### config.mk
export PLATFORM = sky130hd
export DESIGN_NAME = exec_stage
export DESIGN_NICKNAME = d
export VERILOG_FILES = /design/src/riscv_pkg.sv /design/src/exec_if.sv /design/src/inst_decode.sv /design/src/branch_control.sv /design/src/alu.sv /design/src/exec_writeback.sv /design/src/exec_stage.sv
export SDC_FILE = /design/constraint.sdc
export NUM_CORES = 1
export LEC_CHECK = 0
export ABC_CLOCK_PERIOD_IN_PS = 12800
export BUFFER_PORTS_ARGS = -buffer_cell sky130_fd_sc_hd__buf_4
export CORE_MARGIN = 2
export CORE_UTILIZATION = 30
export CTS_CLUSTER_SIZE = 40
export DETAILED_ROUTE_END_ITERATION = 8
export PLACE_DENSITY = 0.48
export SYNTH_ARGS = -nofsm -noshare
export SYNTH_HDL_FRONTEND = slang
export SYNTH_SLANG_ARGS = --single-unit
### constraint.sdc
create_clock -name clk -period 12.8 [get_ports clk]
set_input_delay 2.56 -clock clk [delete_from_list [all_inputs] [get_ports clk]]
set_output_delay 2.56 -clock clk [all_outputs]
set_load 0.005 [all_outputs]
### src/riscv_pkg.sv
// RV32I encoding constants and decoded operation types shared by the execute stage
`default_nettype none

package riscv_pkg;

    // Major opcodes in instr[6:0]
    typedef enum logic [6:0] {
        OPC_OP     = 7'b0110011,                // Register-register ALU
        OPC_OP_IMM = 7'b0010011,                // Register-immediate ALU
        OPC_LUI    = 7'b0110111,
        OPC_AUIPC  = 7'b0010111,
        OPC_JAL    = 7'b1101111,
        OPC_JALR   = 7'b1100111,
        OPC_BRANCH = 7'b1100011
    } opcode_e;

    // ALU group funct3
    localparam logic [2:0] FUNCT3_ADD_SUB = 3'b000;
    localparam logic [2:0] FUNCT3_SLL     = 3'b001;
    localparam logic [2:0] FUNCT3_SLT     = 3'b010;
    localparam logic [2:0] FUNCT3_SLTU    = 3'b011;
    localparam logic [2:0] FUNCT3_XOR     = 3'b100;
    localparam logic [2:0] FUNCT3_SRL_SRA = 3'b101;
    localparam logic [2:0] FUNCT3_OR      = 3'b110;
    localparam logic [2:0] FUNCT3_AND     = 3'b111;

    // Branch group funct3, overlaps the ALU codes
    localparam logic [2:0] FUNCT3_BEQ  = 3'b000;
    localparam logic [2:0] FUNCT3_BNE  = 3'b001;
    localparam logic [2:0] FUNCT3_BLT  = 3'b100;
    localparam logic [2:0] FUNCT3_BGE  = 3'b101;
    localparam logic [2:0] FUNCT3_BLTU = 3'b110;
    localparam logic [2:0] FUNCT3_BGEU = 3'b111;

    localparam logic [2:0] FUNCT3_JALR = 3'b000; // Only encoding defined for JALR

    // funct7 in instr[31:25]
    localparam logic [6:0] FUNCT7_BASE = 7'b0000000;
    localparam logic [6:0] FUNCT7_SUB  = 7'b0100000;
    localparam logic [6:0] FUNCT7_SRA  = 7'b0100000;

    // Operation selected by the decoder, one code per distinct ALU behaviour
    typedef enum logic [4:0] {
        ALU_ADD,
        ALU_SUB,
        ALU_SLL,
        ALU_SLT,
        ALU_SLTU,
        ALU_XOR,
        ALU_SRL,
        ALU_SRA,
        ALU_OR,
        ALU_AND,
        ALU_BEQ,
        ALU_BNE,
        ALU_BLT,                                // Signed compare
        ALU_BGE,
        ALU_BLTU,                               // Unsigned compare
        ALU_BGEU
    } alu_op_e;

    // What the write-back side does with the ALU result
    typedef enum logic [2:0] {
        KIND_ALU,                               // Includes LUI and AUIPC
        KIND_BRANCH,
        KIND_JAL,
        KIND_JALR,
        KIND_ILLEGAL
    } instr_kind_e;

endpackage

`default_nettype wire

### src/exec_if.sv
// Decoded instruction bundle passed from the decoder to the ALU and write-back
`default_nettype none
`timescale 1ns/1ps

interface exec_if
    import riscv_pkg::*;
#(
    parameter int DWIDTH = 32,
    parameter int AWIDTH = 32
) ();

    logic              valid;
    alu_op_e           op;
    instr_kind_e       kind;
    logic [DWIDTH-1:0] op_a;                    // ALU operand A
    logic [DWIDTH-1:0] op_b;                    // ALU operand B
    logic [DWIDTH-1:0] rs1;                     // Raw register values
    logic [DWIDTH-1:0] rs2;
    logic [DWIDTH-1:0] imm;                     // Sign-extended immediate
    logic [AWIDTH-1:0] pc;
    logic [4:0]        rd;
    logic              rd_we;                   // Encoding carries a destination

    modport decode_mp (
        output valid, op, kind, op_a, op_b, rs1, rs2, imm, pc, rd, rd_we
    );

    modport alu_mp (
        input op, op_a, op_b, rs1, rs2
    );

    modport wb_mp (
        input valid, kind, imm, pc, rs1, rd, rd_we
    );

endinterface

`default_nettype wire

### src/inst_decode.sv
// Input register and RV32I decoder producing ALU operation, operands and kind
`default_nettype none
`timescale 1ns/1ps

module inst_decode
    import riscv_pkg::*;
#(
    parameter int DWIDTH = 32,
    parameter int AWIDTH = 32
) (
    input  logic              clk,
    input  logic              reset_i,
    input  logic              valid_i,
    input  logic [DWIDTH-1:0] instr_i,
    input  logic [AWIDTH-1:0] pc_i,
    input  logic [DWIDTH-1:0] rs1_i,
    input  logic [DWIDTH-1:0] rs2_i,
    exec_if.decode_mp         dec
);

    opcode_e           opcode;
    logic [2:0]        funct3;
    logic [6:0]        funct7;
    logic [DWIDTH-1:0] imm_i_type;
    logic [DWIDTH-1:0] imm_u_type;
    logic [DWIDTH-1:0] imm_b_type;
    logic [DWIDTH-1:0] imm_j_type;
    logic [DWIDTH-1:0] pc_ext;
    alu_op_e           op_d;
    instr_kind_e       kind_d;
    logic [DWIDTH-1:0] op_a_d;
    logic [DWIDTH-1:0] op_b_d;
    logic [DWIDTH-1:0] imm_d;
    logic              rd_we_d;
    logic              bad_enc;

    assign opcode = opcode_e'(instr_i[6:0]);
    assign funct3 = instr_i[14:12];
    assign funct7 = instr_i[31:25];
    assign pc_ext = DWIDTH'(pc_i);

    // Immediates by format, sign-extended to the data width
    assign imm_i_type = DWIDTH'($signed(instr_i[31:20]));
    assign imm_u_type = DWIDTH'($signed({instr_i[31:12], 12'b0}));
    assign imm_b_type = DWIDTH'($signed({instr_i[31], instr_i[7], instr_i[30:25],
                                         instr_i[11:8], 1'b0}));
    assign imm_j_type = DWIDTH'($signed({instr_i[31], instr_i[19:12], instr_i[20],
                                         instr_i[30:21], 1'b0}));

    // Shared by OP and OP_IMM, alt picks SUB or SRA
    function automatic alu_op_e alu_op_from_funct3(input logic [2:0] f3, input logic alt);
        alu_op_e op;
        case (f3)
            FUNCT3_ADD_SUB: op = alt ? ALU_SUB : ALU_ADD;
            FUNCT3_SLL:     op = ALU_SLL;
            FUNCT3_SLT:     op = ALU_SLT;
            FUNCT3_SLTU:    op = ALU_SLTU;
            FUNCT3_XOR:     op = ALU_XOR;
            FUNCT3_SRL_SRA: op = alt ? ALU_SRA : ALU_SRL;
            FUNCT3_OR:      op = ALU_OR;
            FUNCT3_AND:     op = ALU_AND;
            default:        op = ALU_ADD;
        endcase
        return op;
    endfunction

    always_comb begin
        op_d    = ALU_ADD;
        kind_d  = KIND_ALU;
        op_a_d  = rs1_i;
        op_b_d  = rs2_i;
        imm_d   = '0;
        rd_we_d = 1'b1;
        bad_enc = 1'b0;
        case (opcode)
            OPC_OP: begin
                op_d    = alu_op_from_funct3(funct3, funct7 == FUNCT7_SUB);
                bad_enc = !(funct7 == FUNCT7_BASE ||
                            (funct7 == FUNCT7_SUB && (funct3 == FUNCT3_ADD_SUB ||
                                                      funct3 == FUNCT3_SRL_SRA)));
            end
            OPC_OP_IMM: begin
                imm_d  = imm_i_type;
                op_b_d = imm_i_type;
                op_d   = alu_op_from_funct3(funct3, funct3 == FUNCT3_SRL_SRA &&
                                                    funct7 == FUNCT7_SRA);
                if (funct3 == FUNCT3_SLL) begin
                    bad_enc = (funct7 != FUNCT7_BASE);
                end else if (funct3 == FUNCT3_SRL_SRA) begin
                    bad_enc = (funct7 != FUNCT7_BASE) && (funct7 != FUNCT7_SRA);
                end
            end
            OPC_LUI: begin
                imm_d  = imm_u_type;
                op_a_d = '0;                    // 0 + imm
                op_b_d = imm_u_type;
            end
            OPC_AUIPC: begin
                imm_d  = imm_u_type;
                op_a_d = pc_ext;
                op_b_d = imm_u_type;
            end
            OPC_JAL: begin
                kind_d = KIND_JAL;
                imm_d  = imm_j_type;
                op_a_d = pc_ext;                // Link value pc + 4
                op_b_d = DWIDTH'(4);
            end
            OPC_JALR: begin
                kind_d  = KIND_JALR;
                imm_d   = imm_i_type;
                op_a_d  = pc_ext;
                op_b_d  = DWIDTH'(4);
                bad_enc = (funct3 != FUNCT3_JALR);
            end
            OPC_BRANCH: begin
                kind_d  = KIND_BRANCH;
                imm_d   = imm_b_type;
                rd_we_d = 1'b0;                 // No rd field in B-type
                case (funct3)
                    FUNCT3_BEQ:  op_d = ALU_BEQ;
                    FUNCT3_BNE:  op_d = ALU_BNE;
                    FUNCT3_BLT:  op_d = ALU_BLT;
                    FUNCT3_BGE:  op_d = ALU_BGE;
                    FUNCT3_BLTU: op_d = ALU_BLTU;
                    FUNCT3_BGEU: op_d = ALU_BGEU;
                    default:     bad_enc = 1'b1;
                endcase
            end
            default: bad_enc = 1'b1;
        endcase
        if (bad_enc) begin
            kind_d = KIND_ILLEGAL;
        end
    end

    always_ff @(posedge clk) begin
        if (reset_i) begin
            dec.valid <= 1'b0;
        end else begin
            dec.valid <= valid_i;
        end
    end

    // Payload only loads on a valid instruction
    always_ff @(posedge clk) begin
        if (valid_i) begin
            dec.op    <= op_d;
            dec.kind  <= kind_d;
            dec.op_a  <= op_a_d;
            dec.op_b  <= op_b_d;
            dec.rs1   <= rs1_i;
            dec.rs2   <= rs2_i;
            dec.imm   <= imm_d;
            dec.pc    <= pc_i;
            dec.rd    <= instr_i[11:7];
            dec.rd_we <= rd_we_d;
        end
    end

endmodule

`default_nettype wire

### src/branch_control.sv
// Branch comparator giving equality and signed or unsigned less-than of two registers
`default_nettype none
`timescale 1ns/1ps

module branch_control #(
    parameter int DWIDTH = 32
) (
    input  logic [DWIDTH-1:0] rs1_i,
    input  logic [DWIDTH-1:0] rs2_i,
    input  logic              unsigned_i,   // Set for BLTU and BGEU
    output logic              breq_o,
    output logic              brlt_o
);

    logic lt_signed;
    logic lt_unsigned;

    assign breq_o = (rs1_i == rs2_i);

    assign lt_unsigned = (rs1_i < rs2_i);

    // Sign bits differ: the negative one is smaller
    assign lt_signed = (rs1_i[DWIDTH-1] != rs2_i[DWIDTH-1]) ? rs1_i[DWIDTH-1]
                                                             : lt_unsigned;

    assign brlt_o = unsigned_i ? lt_unsigned : lt_signed;

endmodule

`default_nettype wire

### src/alu.sv
// Execute-stage ALU computing the result and the conditional branch decision
`default_nettype none
`timescale 1ns/1ps

module alu
    import riscv_pkg::*;
#(
    parameter int DWIDTH = 32
) (
    exec_if.alu_mp            ex,
    output logic [DWIDTH-1:0] res_o,
    output logic              brtaken_o
);

    localparam int SHW = (DWIDTH > 1) ? $clog2(DWIDTH) : 1;

    logic [SHW-1:0] shamt;
    logic           cmp_unsigned;
    logic           breq;
    logic           brlt;

    assign shamt        = ex.op_b[SHW-1:0];     // Low bits only, like RV32 shamt
    assign cmp_unsigned = (ex.op == ALU_BLTU) || (ex.op == ALU_BGEU);

    branch_control #(
        .DWIDTH (DWIDTH)
    ) br_ctrl (
        .rs1_i      (ex.rs1),
        .rs2_i      (ex.rs2),
        .unsigned_i (cmp_unsigned),
        .breq_o     (breq),
        .brlt_o     (brlt)
    );

    always_comb begin
        res_o     = '0;
        brtaken_o = 1'b0;
        case (ex.op)
            ALU_ADD: begin
                res_o = ex.op_a + ex.op_b;
            end
            ALU_SUB: begin
                res_o = ex.op_a - ex.op_b;
            end
            ALU_SLL: begin
                res_o = ex.op_a << shamt;
            end
            ALU_SLT: begin
                res_o = ($signed(ex.op_a) < $signed(ex.op_b)) ? DWIDTH'(1) : '0;
            end
            ALU_SLTU: begin
                res_o = (ex.op_a < ex.op_b) ? DWIDTH'(1) : '0;
            end
            ALU_XOR: begin
                res_o = ex.op_a ^ ex.op_b;
            end
            ALU_SRL: begin
                res_o = ex.op_a >> shamt;
            end
            ALU_SRA: begin
                res_o = $signed(ex.op_a) >>> shamt;   // Fills with the sign bit
            end
            ALU_OR: begin
                res_o = ex.op_a | ex.op_b;
            end
            ALU_AND: begin
                res_o = ex.op_a & ex.op_b;
            end
            // Branches leave the result at zero
            ALU_BEQ: begin
                brtaken_o = breq;
            end
            ALU_BNE: begin
                brtaken_o = ~breq;
            end
            ALU_BLT, ALU_BLTU: begin
                brtaken_o = brlt;
            end
            ALU_BGE, ALU_BGEU: begin
                brtaken_o = ~brlt;              // Not less-than
            end
            default: begin
                res_o     = '0;
                brtaken_o = 1'b0;
            end
        endcase
    end

endmodule

`default_nettype wire

### src/exec_writeback.sv
// Output register stage forming the redirect target and write-back controls
`default_nettype none
`timescale 1ns/1ps

module exec_writeback
    import riscv_pkg::*;
#(
    parameter int DWIDTH = 32,
    parameter int AWIDTH = 32
) (
    input  logic              clk,
    input  logic              reset_i,
    exec_if.wb_mp             ex,
    input  logic [DWIDTH-1:0] res_i,
    input  logic              brtaken_i,
    output logic              valid_o,
    output logic [DWIDTH-1:0] result_o,
    output logic [4:0]        rd_o,
    output logic              rd_we_o,
    output logic              redirect_o,
    output logic [AWIDTH-1:0] target_o,
    output logic              illegal_o
);

    logic [AWIDTH-1:0] jalr_base;
    logic [AWIDTH-1:0] target_d;
    logic              redirect_d;
    logic              wr_d;
    logic              illegal_d;

    assign jalr_base = AWIDTH'(ex.rs1 + ex.imm);

    always_comb begin
        case (ex.kind)
            KIND_BRANCH, KIND_JAL: target_d = ex.pc + AWIDTH'(ex.imm);
            KIND_JALR:             target_d = {jalr_base[AWIDTH-1:1], 1'b0};
            default:               target_d = '0;
        endcase
    end

    assign illegal_d  = (ex.kind == KIND_ILLEGAL);
    assign redirect_d = (ex.kind == KIND_BRANCH && brtaken_i) ||
                        (ex.kind == KIND_JAL) || (ex.kind == KIND_JALR);
    assign wr_d       = ex.rd_we && (ex.rd != 5'd0) && !illegal_d;   // x0 never written

    always_ff @(posedge clk) begin
        if (reset_i || !ex.valid) begin
            valid_o    <= 1'b0;
            result_o   <= '0;
            rd_o       <= '0;
            rd_we_o    <= 1'b0;
            redirect_o <= 1'b0;
            target_o   <= '0;
            illegal_o  <= 1'b0;
        end else begin
            valid_o    <= 1'b1;
            result_o   <= illegal_d ? '0 : res_i;
            rd_o       <= ex.rd;
            rd_we_o    <= wr_d;
            redirect_o <= redirect_d;
            target_o   <= target_d;
            illegal_o  <= illegal_d;
        end
    end

endmodule

`default_nettype wire

### src/exec_stage.sv
// RV32I execute stage top level joining decoder, ALU and write-back register
`default_nettype none
`timescale 1ns/1ps

module exec_stage #(
    parameter int DWIDTH = 32,
    parameter int AWIDTH = 32
) (
    input  logic              clk,
    input  logic              reset_i,
    input  logic              valid_i,
    input  logic [DWIDTH-1:0] instr_i,
    input  logic [AWIDTH-1:0] pc_i,
    input  logic [DWIDTH-1:0] rs1_i,
    input  logic [DWIDTH-1:0] rs2_i,
    output logic              valid_o,
    output logic [DWIDTH-1:0] result_o,
    output logic [4:0]        rd_o,
    output logic              rd_we_o,
    output logic              redirect_o,
    output logic [AWIDTH-1:0] target_o,
    output logic              illegal_o
);

    logic [DWIDTH-1:0] alu_res;
    logic              alu_brtaken;

    exec_if #(
        .DWIDTH (DWIDTH),
        .AWIDTH (AWIDTH)
    ) exec_bus ();

    // First pipeline register
    inst_decode #(
        .DWIDTH (DWIDTH),
        .AWIDTH (AWIDTH)
    ) u_decode (
        .clk     (clk),
        .reset_i (reset_i),
        .valid_i (valid_i),
        .instr_i (instr_i),
        .pc_i    (pc_i),
        .rs1_i   (rs1_i),
        .rs2_i   (rs2_i),
        .dec     (exec_bus)
    );

    alu #(
        .DWIDTH (DWIDTH)
    ) u_alu (
        .ex        (exec_bus),
        .res_o     (alu_res),
        .brtaken_o (alu_brtaken)
    );

    // Second pipeline register, drives the stage outputs
    exec_writeback #(
        .DWIDTH (DWIDTH),
        .AWIDTH (AWIDTH)
    ) u_writeback (
        .clk        (clk),
        .reset_i    (reset_i),
        .ex         (exec_bus),
        .res_i      (alu_res),
        .brtaken_i  (alu_brtaken),
        .valid_o    (valid_o),
        .result_o   (result_o),
        .rd_o       (rd_o),
        .rd_we_o    (rd_we_o),
        .redirect_o (redirect_o),
        .target_o   (target_o),
        .illegal_o  (illegal_o)
    );

endmodule

`default_nettype wire

Word level (Yosys, flattened, before mapping):

Index checks and enable logic that the tools add are counted.
Widths: inputs -> output; s select.

* memory bits (writable): 0
* memories kept: 0
* word-level logic and storage cells: 126
* bits of input ports: 131
* output and inout bits: 73
* bits in latches: 0
* ROM bits: 0
* register bits after elaboration: 280

* add/subtract/negate cells: 4
* mux-type cells: 25
* divide/modulo/power cells: 0
* equality and inequality tests: 37
* multiply operators: 0
* shift operators: 3
* magnitude comparators: 3
* reductions and logical operators: 31
* bitwise gates (word level): 5

Operator list (count)
* $pmux 32 s10: 1
* $pmux 32 s2: 2
* $pmux 32 s4: 1
* $add 32x32->32: 3
* $lt 32x32->1: 3
* $pmux 32 s3: 1
* $pmux 5 s8: 2
* $eq 5x4->1 const B: 8
* $and 32x32->32: 1
* $eq 32x32->1: 1
* $or 32x32->32: 1
* $shl 32x5->32: 1
* $shr 32x5->32: 1
* $sshr 32x5->32: 1
* $sub 32x32->32: 1
* $xor 32x32->32: 1
* $pmux 4 s6: 1
* $eq 7x6->1 const B: 3
* $eq 7x7->1 const B: 3
* $eq 5x3->1 const B: 4
* $eq 3x3->1 const B: 5
* $pmux 5 s3: 1
* $eq 7x5->1 const B: 2
* $reduce_or 2->1: 7
* other kinds (22): 53

Longest topological paths before layout:

Gate-level depths: netlist (run 1).

* word-level depth: 8
* gate-level depth with buffers: 17
* gate-level depth less buffers: 14

Cells and area by module:

From an unflattened synthesis (run 1), not the netlist that was laid out.

* cells, all modules: 2549
* area, all modules: 22897.0 sq um

By module, submodules not included
* alu: area an instance 8908.5 sq um, instances 1, sequential area each 0.0 sq um, cells an instance 1360
* inst_decode: area an instance 7672.4 sq um, instances 1, sequential area each 6175.9 sq um, cells an instance 420
* exec_writeback: area an instance 5492.8 sq um, instances 1, sequential area each 1461.4 sq um, cells an instance 653
* branch_control: area an instance 823.3 sq um, instances 1, sequential area each 0.0 sq um, cells an instance 116

Worst setup path before layout (run 1):

Ideal clock, no wire load.

* kind: input -> register
* from: in instr_i[3]
* to: reg u_decode.dec.op_b[22], data pin
* path slack: 8.132 ns
* library setup time: 0.261 ns
* required time: 12.539 ns
* buffers on the path: 2
* data arrival time: 4.407 ns
* stages: 7
* path through: clkbuf_1 nor4b_1 nand2b_1 nor2_1 nor3_1 clkbuf_1 a221o_1

* longest elaborated chain between the ends: 3
* elaborated cells between the ends (all ways): 8
* those cells by class: 5 x eq/ne; 1 x mux; 2 x reduce/logical

RTL lines
* from (decl): RTL line exec_stage.sv:12 `input logic [DWIDTH-1:0] instr_i,`
* $eq 7x7->1 (tied with other cells): RTL line inst_decode.sv:75 `case (opcode)`
* $reduce_or 2->1 (no source line)
* $pmux 32 s3 *: RTL line inst_decode.sv:75
* net u_decode.op_b_d[22]: RTL line inst_decode.sv:32 `logic [DWIDTH-1:0] op_b_d;`
* to (signal assigned): RTL line inst_decode.sv:151 `dec.op_b <= op_b_d;`
* to (decl): RTL line exec_if.sv:25 `output valid, op, kind, op_a, op_b, rs1, rs2, imm, pc, rd, rd_we`

Mark *: on every way through the listed nets, which the timed path passes. The rest lies on a longest branch.
A chain may end at the register's enable or synchronous reset.

Worst setup path after layout (run 1):

* from: in instr_i[3]
* to: reg u_decode.dec.imm[23], data pin

* longest elaborated chain between the ends: 3
* elaborated cells between the ends (all ways): 9
* those cells by class: 6 x eq/ne; 1 x mux; 2 x reduce/logical

RTL lines
* $eq 7x7->1 (tied with other cells): RTL line inst_decode.sv:75
* $reduce_or 2->1 (no source line)
* $pmux 32 s4 *: RTL line inst_decode.sv:75
* net u_decode.imm_d[23]: RTL line inst_decode.sv:33 `logic [DWIDTH-1:0] imm_d;`
* to (signal assigned): RTL line inst_decode.sv:154 `dec.imm <= imm_d;`
* to (decl): RTL line exec_if.sv:25

Marks and branches as above.

==> results.cfg, run 1 <==
[worst_setup_path]
arrival_ps = 5180
critical_path_class = in -> reg
critPathTopFamily = simple AND/OR/NAND/NOR gates
worstPathRequired_ps = 13210
cp_slowest_stage_delay_ps = 840
cp_slowest_cell = nor4b_1
cp_cell_sequence = buf_4 -> nor4b_1 -> nand2b_1 -> o21ai_0 -> o21ai_1 -> nand2_1
cp-start-kind = primary input
path_buf_inv = 1
end_kind = register
cp_max_fo = 11

[floorplan]
die_h_um = 273
ioPinCount = 204
die_area_um2 = 74600
row_count = 98
die_x_um = 273
initial_utilization = 0.303
core_area_um2 = 71600

[sta]
drv_slew = 0
tns_ps = 0
layout_min_cycle_time_ps = 4770
fmax_mhz = 210
min_period_over_period = 0.373
hold_violations = 0
finClkSkew_ps = 45.7
setup_violations = 0
setup_slack_ps = 8030
worstMarginPinSlew_ps = 1110
holdWs_ps = 473
relSlewSlack = 0.263
rsz0062_at_grt = no

[clocking]
numCtsBuffers = 36
cts_root_buf = clkbuf_16
htreeDepth = 2
clk_latency_ps = 600
post-cts-setup-buffers = 0
path_clk_slew_ps = 60
ctsResizeCount = 0
cts-hold-fix-buffers = 0
cts_tree = done
clock-sinks = 279
clock_path_buffers = 3

[pwr]
irDropWorstVdd_mv = 0.0704
p_leak_uw = 0.0105
powerDensity_nw_per_um2 = 126
power_uw = 3230

[detailed_routing]
vias = 20100
routed_wl_mm = 91.9
initialDrtViolationCount = 2193
first_pass_iters = 5
ant_nets = 0
vias_per_cell = 5.77
drt-wirelength-per-cell_um = 26.4
drc_errors = 0

[run_status]
status = finished, final reports clean

[synthesis]
synth_area_um2 = 21700
synth_fp_nets = 2691
synth-edff-count = 205
netlist_instances = 2361
yosys_warnings = 0
synth_area_per_cell_um2 = 9.20
yosys_register_bits = 279
async_reset_ff_frac = 0
synth_cell_type_count = 85
synth-main-ff-cell = edfxtp_1
ys_seq_area_frac = 0.351

[grt]
globalRouteTotalUtil = 0.239
antenna_found_initial = 8
grt_pass1_vias = 19800
grt_overflow_total = 0
grt_pass1_wl_mm = 133
grt_max_degree = 128

[final_layout]
final_core_util = 0.357
area_growth_syn_to_layout_pct = 17.7
nets = 2833
drive_gt1_frac = 0.152

[job]
cap_violations = 0

[place]
preCtsSetupSlack_ps = 7530
portBuffers = 203
place_congestion = 0.946
hpwl_mm = 70.0

[worst_hold_path]
hold_class = reg -> reg
cell type report:
class                           count  area [um2]
Timing Repair Buffer              240        1810
Antenna cell                        1        2.50
Inverter                          148         556
Clock buffer                       41         940
Multi-Input combinational cell   1798       13000
Clock inverter                     25         410
Fill cell                        7434       46000
Tap cell                          950        1190
Sequential cell                   279        7640
layer usage:
metal / up-vias / wire, um / share of wire / global-route usage
li1: 9168 / - / - / -
met1: 9967 / 40300 / 0.44 / 0.327
met2: 828 / 43000 / 0.47 / 0.392
met3: 129 / 6230 / 0.068 / 0.0369
met4: 12 / 2300 / 0.025 / 0.0621
met5: - / 77 / 0.00084 / 0
power breakdown:
part | switching [uW] | internal (uW) | total (uW)
Clock | 455 | 701 | 1160
Combinational | 590 | 373 | 963
Sequential | 73.6 | 1040 | 1110
Total | 1120 | 2110 | 3230
cells in the mapped netlist (35+ instances only):
library cell / number / area, um2
a22o_1: 49 / 429
a21oi_1: 190 / 951
o21ai_0: 141 / 706
mux4_2: 44 / 991
a21o_1: 60 / 450
inv_1: 144 / 541
clkbuf_1: 102 / 383
ha_1: 195 / 2440
edfxtp_1: 205 / 6160
nand2_1: 174 / 653
dfxtp_1: 74 / 1480
nor3_1: 47 / 235
xnor2_1: 41 / 359
nor2_1: 236 / 886
mux2i_1: 36 / 360
nand3_1: 35 / 175
a221oi_1: 36 / 315
registers in the layout (all words and copies together) (netlist names), 4 cells and up:
register              cells
u_writeback.rd_o          5
u_decode.dec.op_a        32
u_writeback.target_o     32
u_decode.dec.op           4
u_decode.dec.op_b        32
u_writeback.result_o     32
u_decode.dec.pc          32
u_decode.dec.rs2         32
u_decode.dec.rs1         32
u_decode.dec.imm         32
u_decode.dec.rd           5
placed cells by master, fill, tap and decap left out, types with 49 or more instances in the layout:
| cell type | netlist | final |
|---|---|---|
| inv_1 | 144 | 144 |
| nand2_1 | 174 | 173 |
| a21o_1 | 60 | 60 |
| dfxtp_1 | 74 | 74 |
| o21ai_0 | 141 | 140 |
| buf_4 | 0 | 239 |
| a21oi_1 | 190 | 190 |
| edfxtp_1 | 205 | 205 |
| nor2_1 | 236 | 234 |
| ha_1 | 195 | 195 |
| a22o_1 | 49 | 49 |
per-stage QoR:
stage | area (um2) | cells
2_1_floorplan | 21700 | 2361
3_3_place_gp | 24200 | 3415
3_5_place_dp | 24200 | 3415
4_1_cts | 25600 | 3481
5_1_grt | 25600 | 3481
6_report | 25600 | 3482
kinds of logic after synthesis:
family / Yosys count / synth area share
xor gates and xnor gates: 72 / 0.0290
AOI/OAI and AO/OA: 792 / 0.250
adders and majority gates: 199 / 0.116
muxes: 87 / 0.0658
and+or+nand+nor: 648 / 0.137
buffers and inverters: 284 / 0.0507
DFF: 279 / 0.351
path summary, 6_finish.rpt:
kind | start | to | slack (ps) | depth (start not counted)
worst max-delay path | instr_i[3] | u_decode.dec.imm[23] | 8030 | 6
worst min-delay path | u_decode.dec.rd[3] | u_writeback.rd_o[3] | 470 | 1
worst max register to register | u_decode.dec.op_b[4] | u_writeback.result_o[30] | 8280 | 12
worst min register to register | u_decode.dec.rd[3] | u_writeback.rd_o[3] | 470 | 1
worst reg2reg max path, stage by stage (launching register included):
cell,delay (ps)
edfxtp_1,330
buf_4,460
inv_1,530
ha_1,570
o21ai_0,170
o21a_1,260
o221ai_1,380
a211o_1,330
a41oi_1,250
nor3_1,570
o211ai_1,150
a311oi_1,280
o22a_1,160
Power figures use the tool's default switching activity.
==> run 2: changes to the inputs <==
--- a/config.mk
+++ b/config.mk
@@ -5,13 +5,13 @@
 export SDC_FILE = /design/constraint.sdc
 export NUM_CORES = 1
 export LEC_CHECK = 0
-export ABC_CLOCK_PERIOD_IN_PS = 12800
+export ABC_CLOCK_PERIOD_IN_PS = 4200
 export BUFFER_PORTS_ARGS = -buffer_cell sky130_fd_sc_hd__buf_4
 export CORE_MARGIN = 2
 export CORE_UTILIZATION = 30
 export CTS_CLUSTER_SIZE = 40
 export DETAILED_ROUTE_END_ITERATION = 8
-export PLACE_DENSITY = 0.48
+export PLACE_DENSITY = 0.5
 export SYNTH_ARGS = -nofsm -noshare
 export SYNTH_HDL_FRONTEND = slang
 export SYNTH_SLANG_ARGS = --single-unit
==> constraint.sdc (replaced) <==
create_clock -name clk -period 4.2 [get_ports clk]
set_input_delay 0.84 -clock clk [delete_from_list [all_inputs] [get_ports clk]]
set_output_delay 0.84 -clock clk [all_outputs]
set_load 0.005 [all_outputs]
==> results.cfg, run 2 (same netlist as run 1, synthesis figures left out) <==
[run_status]
status = finished, final reports clean

[final_layout]
n_fill_cell = 7341
multi_input_area_um2 = 13000
final_cell_mix = buf_4 (279), nor2_1 (235), edfxtp_1 (205)
final_core_util = 0.361
drive_gt1_frac = 0.165
final_common_cell = buf_4
num_antenna_cells = 0
final_area_um2 = 25800
area_growth_syn_to_layout_pct = 18.8
regArea_um2 = 7640
nets = 2878

[floorplan]
row_count = 98
core_area_um2 = 71600
die_x_um = 273
initial_utilization = 0.303
die_h_um = 273
die_area_um2 = 74600
ioPinCount = 204

[sta]
min_period_over_period = 0.872
layout_min_cycle_time_ps = 3660
tns_ps = 0
rsz0062_at_grt = no
finClkSkew_ps = 33.3
fmax_mhz = 273
hold_violations = 0
relSlewSlack = 0.326
setup_violations = 0
holdWs_ps = 428
drv_slew = 0
worstMarginPinSlew_ps = 985

[worst_setup_path]
cp_slowest_stage_delay_ps = 460
end_kind = register
critPathLaunch = u_decode.dec.op_b[0]
cp_cell_sequence = ha_1 -> fa_1 -> a211oi_1 -> o21a_1 -> o221ai_1 -> a211o_1 -> a41oi_1 -> nor3_1 -> o211ai_1 -> a311oi_1 -> o22a_1
path_buf_inv = 0
cp_slowest_cell = edfxtp_1
worstPathRequired_ps = 4650
reg2reg_depth = 11
arrival_ps = 4110
reg2reg_from = u_decode.dec.op_b[0]
critical_path_class = reg -> reg
worstSetupPathDepth = 11
cp_max_fo = 4
critPathTopFamily = compound AO/OA/AOI/OAI gates
cp-start-kind = register

[job]
cap_violations = 0

[worst_hold_path]
min-delay-start = reset_i
hold_class = in -> reg
hold_depth = 2

[clocking]
ctsResizeCount = 0
clk_latency_ps = 570
htreeDepth = 2
clock_path_buffers = 3
post-cts-setup-buffers = 0
numCtsBuffers = 35
cts_root_buf = clkbuf_16
clock-sinks = 279
cts_tree = done
cts-hold-fix-buffers = 0
path_clk_slew_ps = 60

[detailed_routing]
first_pass_iters = 5
initialDrtViolationCount = 2075
vias_per_cell = 5.78
ant_nets = 0
drt-wirelength-per-cell_um = 26.2
routed_wl_mm = 92.3
drc_errors = 0
vias = 20400

[place]
place_area_um2 = 24600
hpwl_mm = 71.8
place_congestion = 1.06
portBuffers = 203

[grt]
grt_overflow_total = 0
grt_pass1_wl_mm = 134
use_met3 = 0.0350
met2_usage = 0.394
antenna_found_initial = 5
grt_pass1_vias = 20000
use_met1 = 0.327
globalRouteTotalUtil = 0.241
grt-busiest-layer = met2
grt_max_degree = 95

[pwr]
p_leak_uw = 0.0107
powerDensity_nw_per_um2 = 370
irDropWorstVdd_mv = 0.217
-- run 2: cell types whose count changed in the layout (fill, tap and decap cells not counted), sizes merged, moves of 3 or more --
cell	delta
clkinv	-4
bufinv	-6
clkinvlp	-3
buf	+46
clkbuf	+11
-- run 2: final timing paths --
kind / to / slack (ps)
min reg2reg: u_writeback.rd_o[3] / 480
max: u_writeback.result_o[30] / 540
max reg2reg: u_writeback.result_o[30] / 540
min: u_decode.dec.valid / 430
-- run 2: per-stage QoR --
stage | power, uW | cells | setup WS, ps
floorplan | 5260 | 2361 | 118
global placement | 6380 | 3461 | 624
detailed placement | 6390 | 3461 | 607
CTS | 9570 | 3524 | 600
global route | 10000 | 3524 | 315
finish | 9560 | 3524 | 539
-- run 2: layout make-up --
cell class / count / area share
Clock buffer: 52 / 0.0405
Tap cell: 950 / 0.0460
Multi-Input combinational cell: 1798 / 0.504
Inverter: 148 / 0.0215
Clock inverter: 11 / 0.00596
Sequential cell: 279 / 0.296
Timing Repair Buffer: 286 / 0.0863
-- run 2: power by group --
group          total (uW)  internal [uW]  switching (uW)
sequential           3330           3160             170
clock                3150           1870            1290
combinational        3080           1190            1890
total                9560           6220            3340
-- run 2: layer usage --
| layer | wire, um | share of wire |
|---|---|---|
| met3 | 6730 | 0.073 |
| met5 | 50 | 0.00054 |
| met4 | 2990 | 0.032 |
| met2 | 42500 | 0.46 |
| met1 | 40000 | 0.43 |
-- run 2: worst reg2reg max path, stage by stage, from the launching register on --
cell      delay [ps]
edfxtp_1         460
ha_1             270
fa_1             450
a211oi_1         340
o21a_1           280
o221ai_1         220
a211o_1          350
a41oi_1          440
nor3_1           210
o211ai_1         240
a311oi_1          80
o22a_1           210
==> run 3: changes to the inputs <==
--- a/config.mk
+++ b/config.mk
@@ -11,7 +11,7 @@
 export CORE_UTILIZATION = 30
 export CTS_CLUSTER_SIZE = 40
 export DETAILED_ROUTE_END_ITERATION = 8
-export PLACE_DENSITY = 0.5
+export PLACE_DENSITY = 0.48
 export SYNTH_ARGS = -nofsm -noshare
 export SYNTH_HDL_FRONTEND = slang
 export SYNTH_SLANG_ARGS = --single-unit
==> results.cfg, run 3 (same netlist as run 1, synthesis figures left out) <==
[detailed_routing]
routed_wl_mm = 92.4
drt-wirelength-per-cell_um = 26.3
ant_nets = 0
drc_errors = 0
vias = 20100
vias_per_cell = 5.72
first_pass_iters = 8
initialDrtViolationCount = 1660

[run_status]
status = finished, final reports clean

[sta]
rsz0062_at_grt = no
fmax_mhz = 262
tns_ps = 0
relSlewSlack = 0.109
hold_violations = 0
finClkSkew_ps = 17.9
min_period_over_period = 0.907
worstMarginPinSlew_ps = 1330
drv_slew = 0
setup_violations = 0
layout_min_cycle_time_ps = 3810

[floorplan]
core_area_um2 = 71600
die_area_um2 = 74600
die_h_um = 273
row_count = 98
ioPinCount = 204
die_x_um = 273
initial_utilization = 0.303

[clocking]
ctsResizeCount = 0
cts_tree = done
path_clk_slew_ps = 60
cts-hold-fix-buffers = 0
htreeDepth = 2
numCtsBuffers = 34
clk_latency_ps = 570
clock_path_buffers = 3
cts_root_buf = clkbuf_16
clock-sinks = 279
post-cts-setup-buffers = 0

[grt]
grt_pass1_vias = 20000
use_met1 = 0.335
grt_overflow_total = 0
grt_pass1_wl_mm = 134
met2_usage = 0.393
grt_max_degree = 89
grt-busiest-layer = met2
globalRouteTotalUtil = 0.242
antenna_found_initial = 3
use_met3 = 0.0327

[place]
place_area_um2 = 24600
portBuffers = 203
place_congestion = 1.05
hpwl_mm = 72.0
placed_cells = 3457

[pwr]
p_sw_uw = 3330
irDropWorstVdd_mv = 0.230
netSwitchingFraction = 0.355
clockPowerShare = 0.317
powerDensity_nw_per_um2 = 365
power.internal_uw = 6040
pwr-share-seq = 0.355
p_leak_uw = 0.0107
comb_power_share = 0.328

[worst_setup_path]
cp_cell_sequence = ha_1 -> fa_1 -> a211oi_1 -> o21a_1 -> o221ai_1 -> a211o_1 -> buf_4 -> a221oi_1 -> a21oi_1 -> a2111oi_0 -> nor2_1
critical_path_class = reg -> reg
worstPathRequired_ps = 4610
critPathTopFamily = compound AO/OA/AOI/OAI gates
cp_slowest_stage_delay_ps = 630
path_buf_inv = 1
end_kind = register
cp_slowest_cell = a2111oi_0
cp-start-kind = register
r2r_setup_slack_ps = 390
arrival_ps = 4220
cp_max_fo = 5

[final_layout]
area_growth_syn_to_layout_pct = 18.2
drive_gt1_frac = 0.163
n_fill_cell = 7450
nets = 2873
final_common_cell = buf_4
num_antenna_cells = 0
instances_no_fill = 3518
final_cell_mix = buf_4 (277), nor2_1 (235), edfxtp_1 (205)
final_area_um2 = 25700

[worst_hold_path]
hold_class = in -> reg

[job]
cap_violations = 0
## run 3: final cells by class
| type | instances | area (um2) | share of cell area |
|---|---|---|---|
| Tap cell | 950 | 1190 | 0.0463 |
| Clock buffer | 51 | 977 | 0.0380 |
| Timing Repair Buffer | 282 | 2170 | 0.0846 |
| Inverter | 148 | 556 | 0.0216 |
| Multi-Input combinational cell | 1798 | 13000 | 0.507 |
| Sequential cell | 279 | 7640 | 0.297 |
| Clock inverter | 10 | 125 | 0.00487 |
## run 3: path summary, 6_finish.rpt
check / startpoint / end / depth (start not counted)
worst max-delay path: u_decode.dec.op_a[0] / u_writeback.result_o[14] / 11
worst min-delay path: reset_i / u_decode.dec.valid / 2
worst max register to register: u_decode.dec.op_a[0] / u_writeback.result_o[14] / 11
worst min register to register: u_decode.dec.rd[3] / u_writeback.rd_o[3] / 1
## run 3: worst reg2reg max path, cell delays in order, from the launching register on
cell and delay, ps:
edfxtp_1 470, ha_1 300, fa_1 460, a211oi_1 400, o21a_1 260, o221ai_1 200
a211o_1 350, buf_4 180, a221oi_1 250, a21oi_1 70, a2111oi_0 630, nor2_1 100
## run 3: power by group through the flow
stage | Sequential [uW] | Clock (uW) | Combinational, uW
floorplan | 3310 | 0 | 1940
global placement | 3370 | 0 | 3010
detailed placement | 3380 | 0 | 3010
CTS | 3320 | 3060 | 3030
global route | 3340 | 3160 | 3330
finish | 3320 | 2970 | 3080
## run 3: stage by stage
| stage | total power, uW | hold slack, ps | util | worst slack (ps) |
|---|---|---|---|---|
| floorplan | 5260 | 438 | - | 118 |
| CTS | 9400 | 407 | 0.359 | 446 |
| global route | 9830 | 425 | 0.359 | 294 |
| detailed placement | 6390 | 467 | 0.343 | 500 |
| global placement | 6380 | 463 | 0.343 | 509 |
| finish | 9370 | 430 | 0.359 | 389 |
## run 3: per-layer routing
layer  up-vias  wire length, um
met5         -                9
met2       833            42400
met4         2             2850
li1       9256                -
met3       142             5890
met1      9888            41300
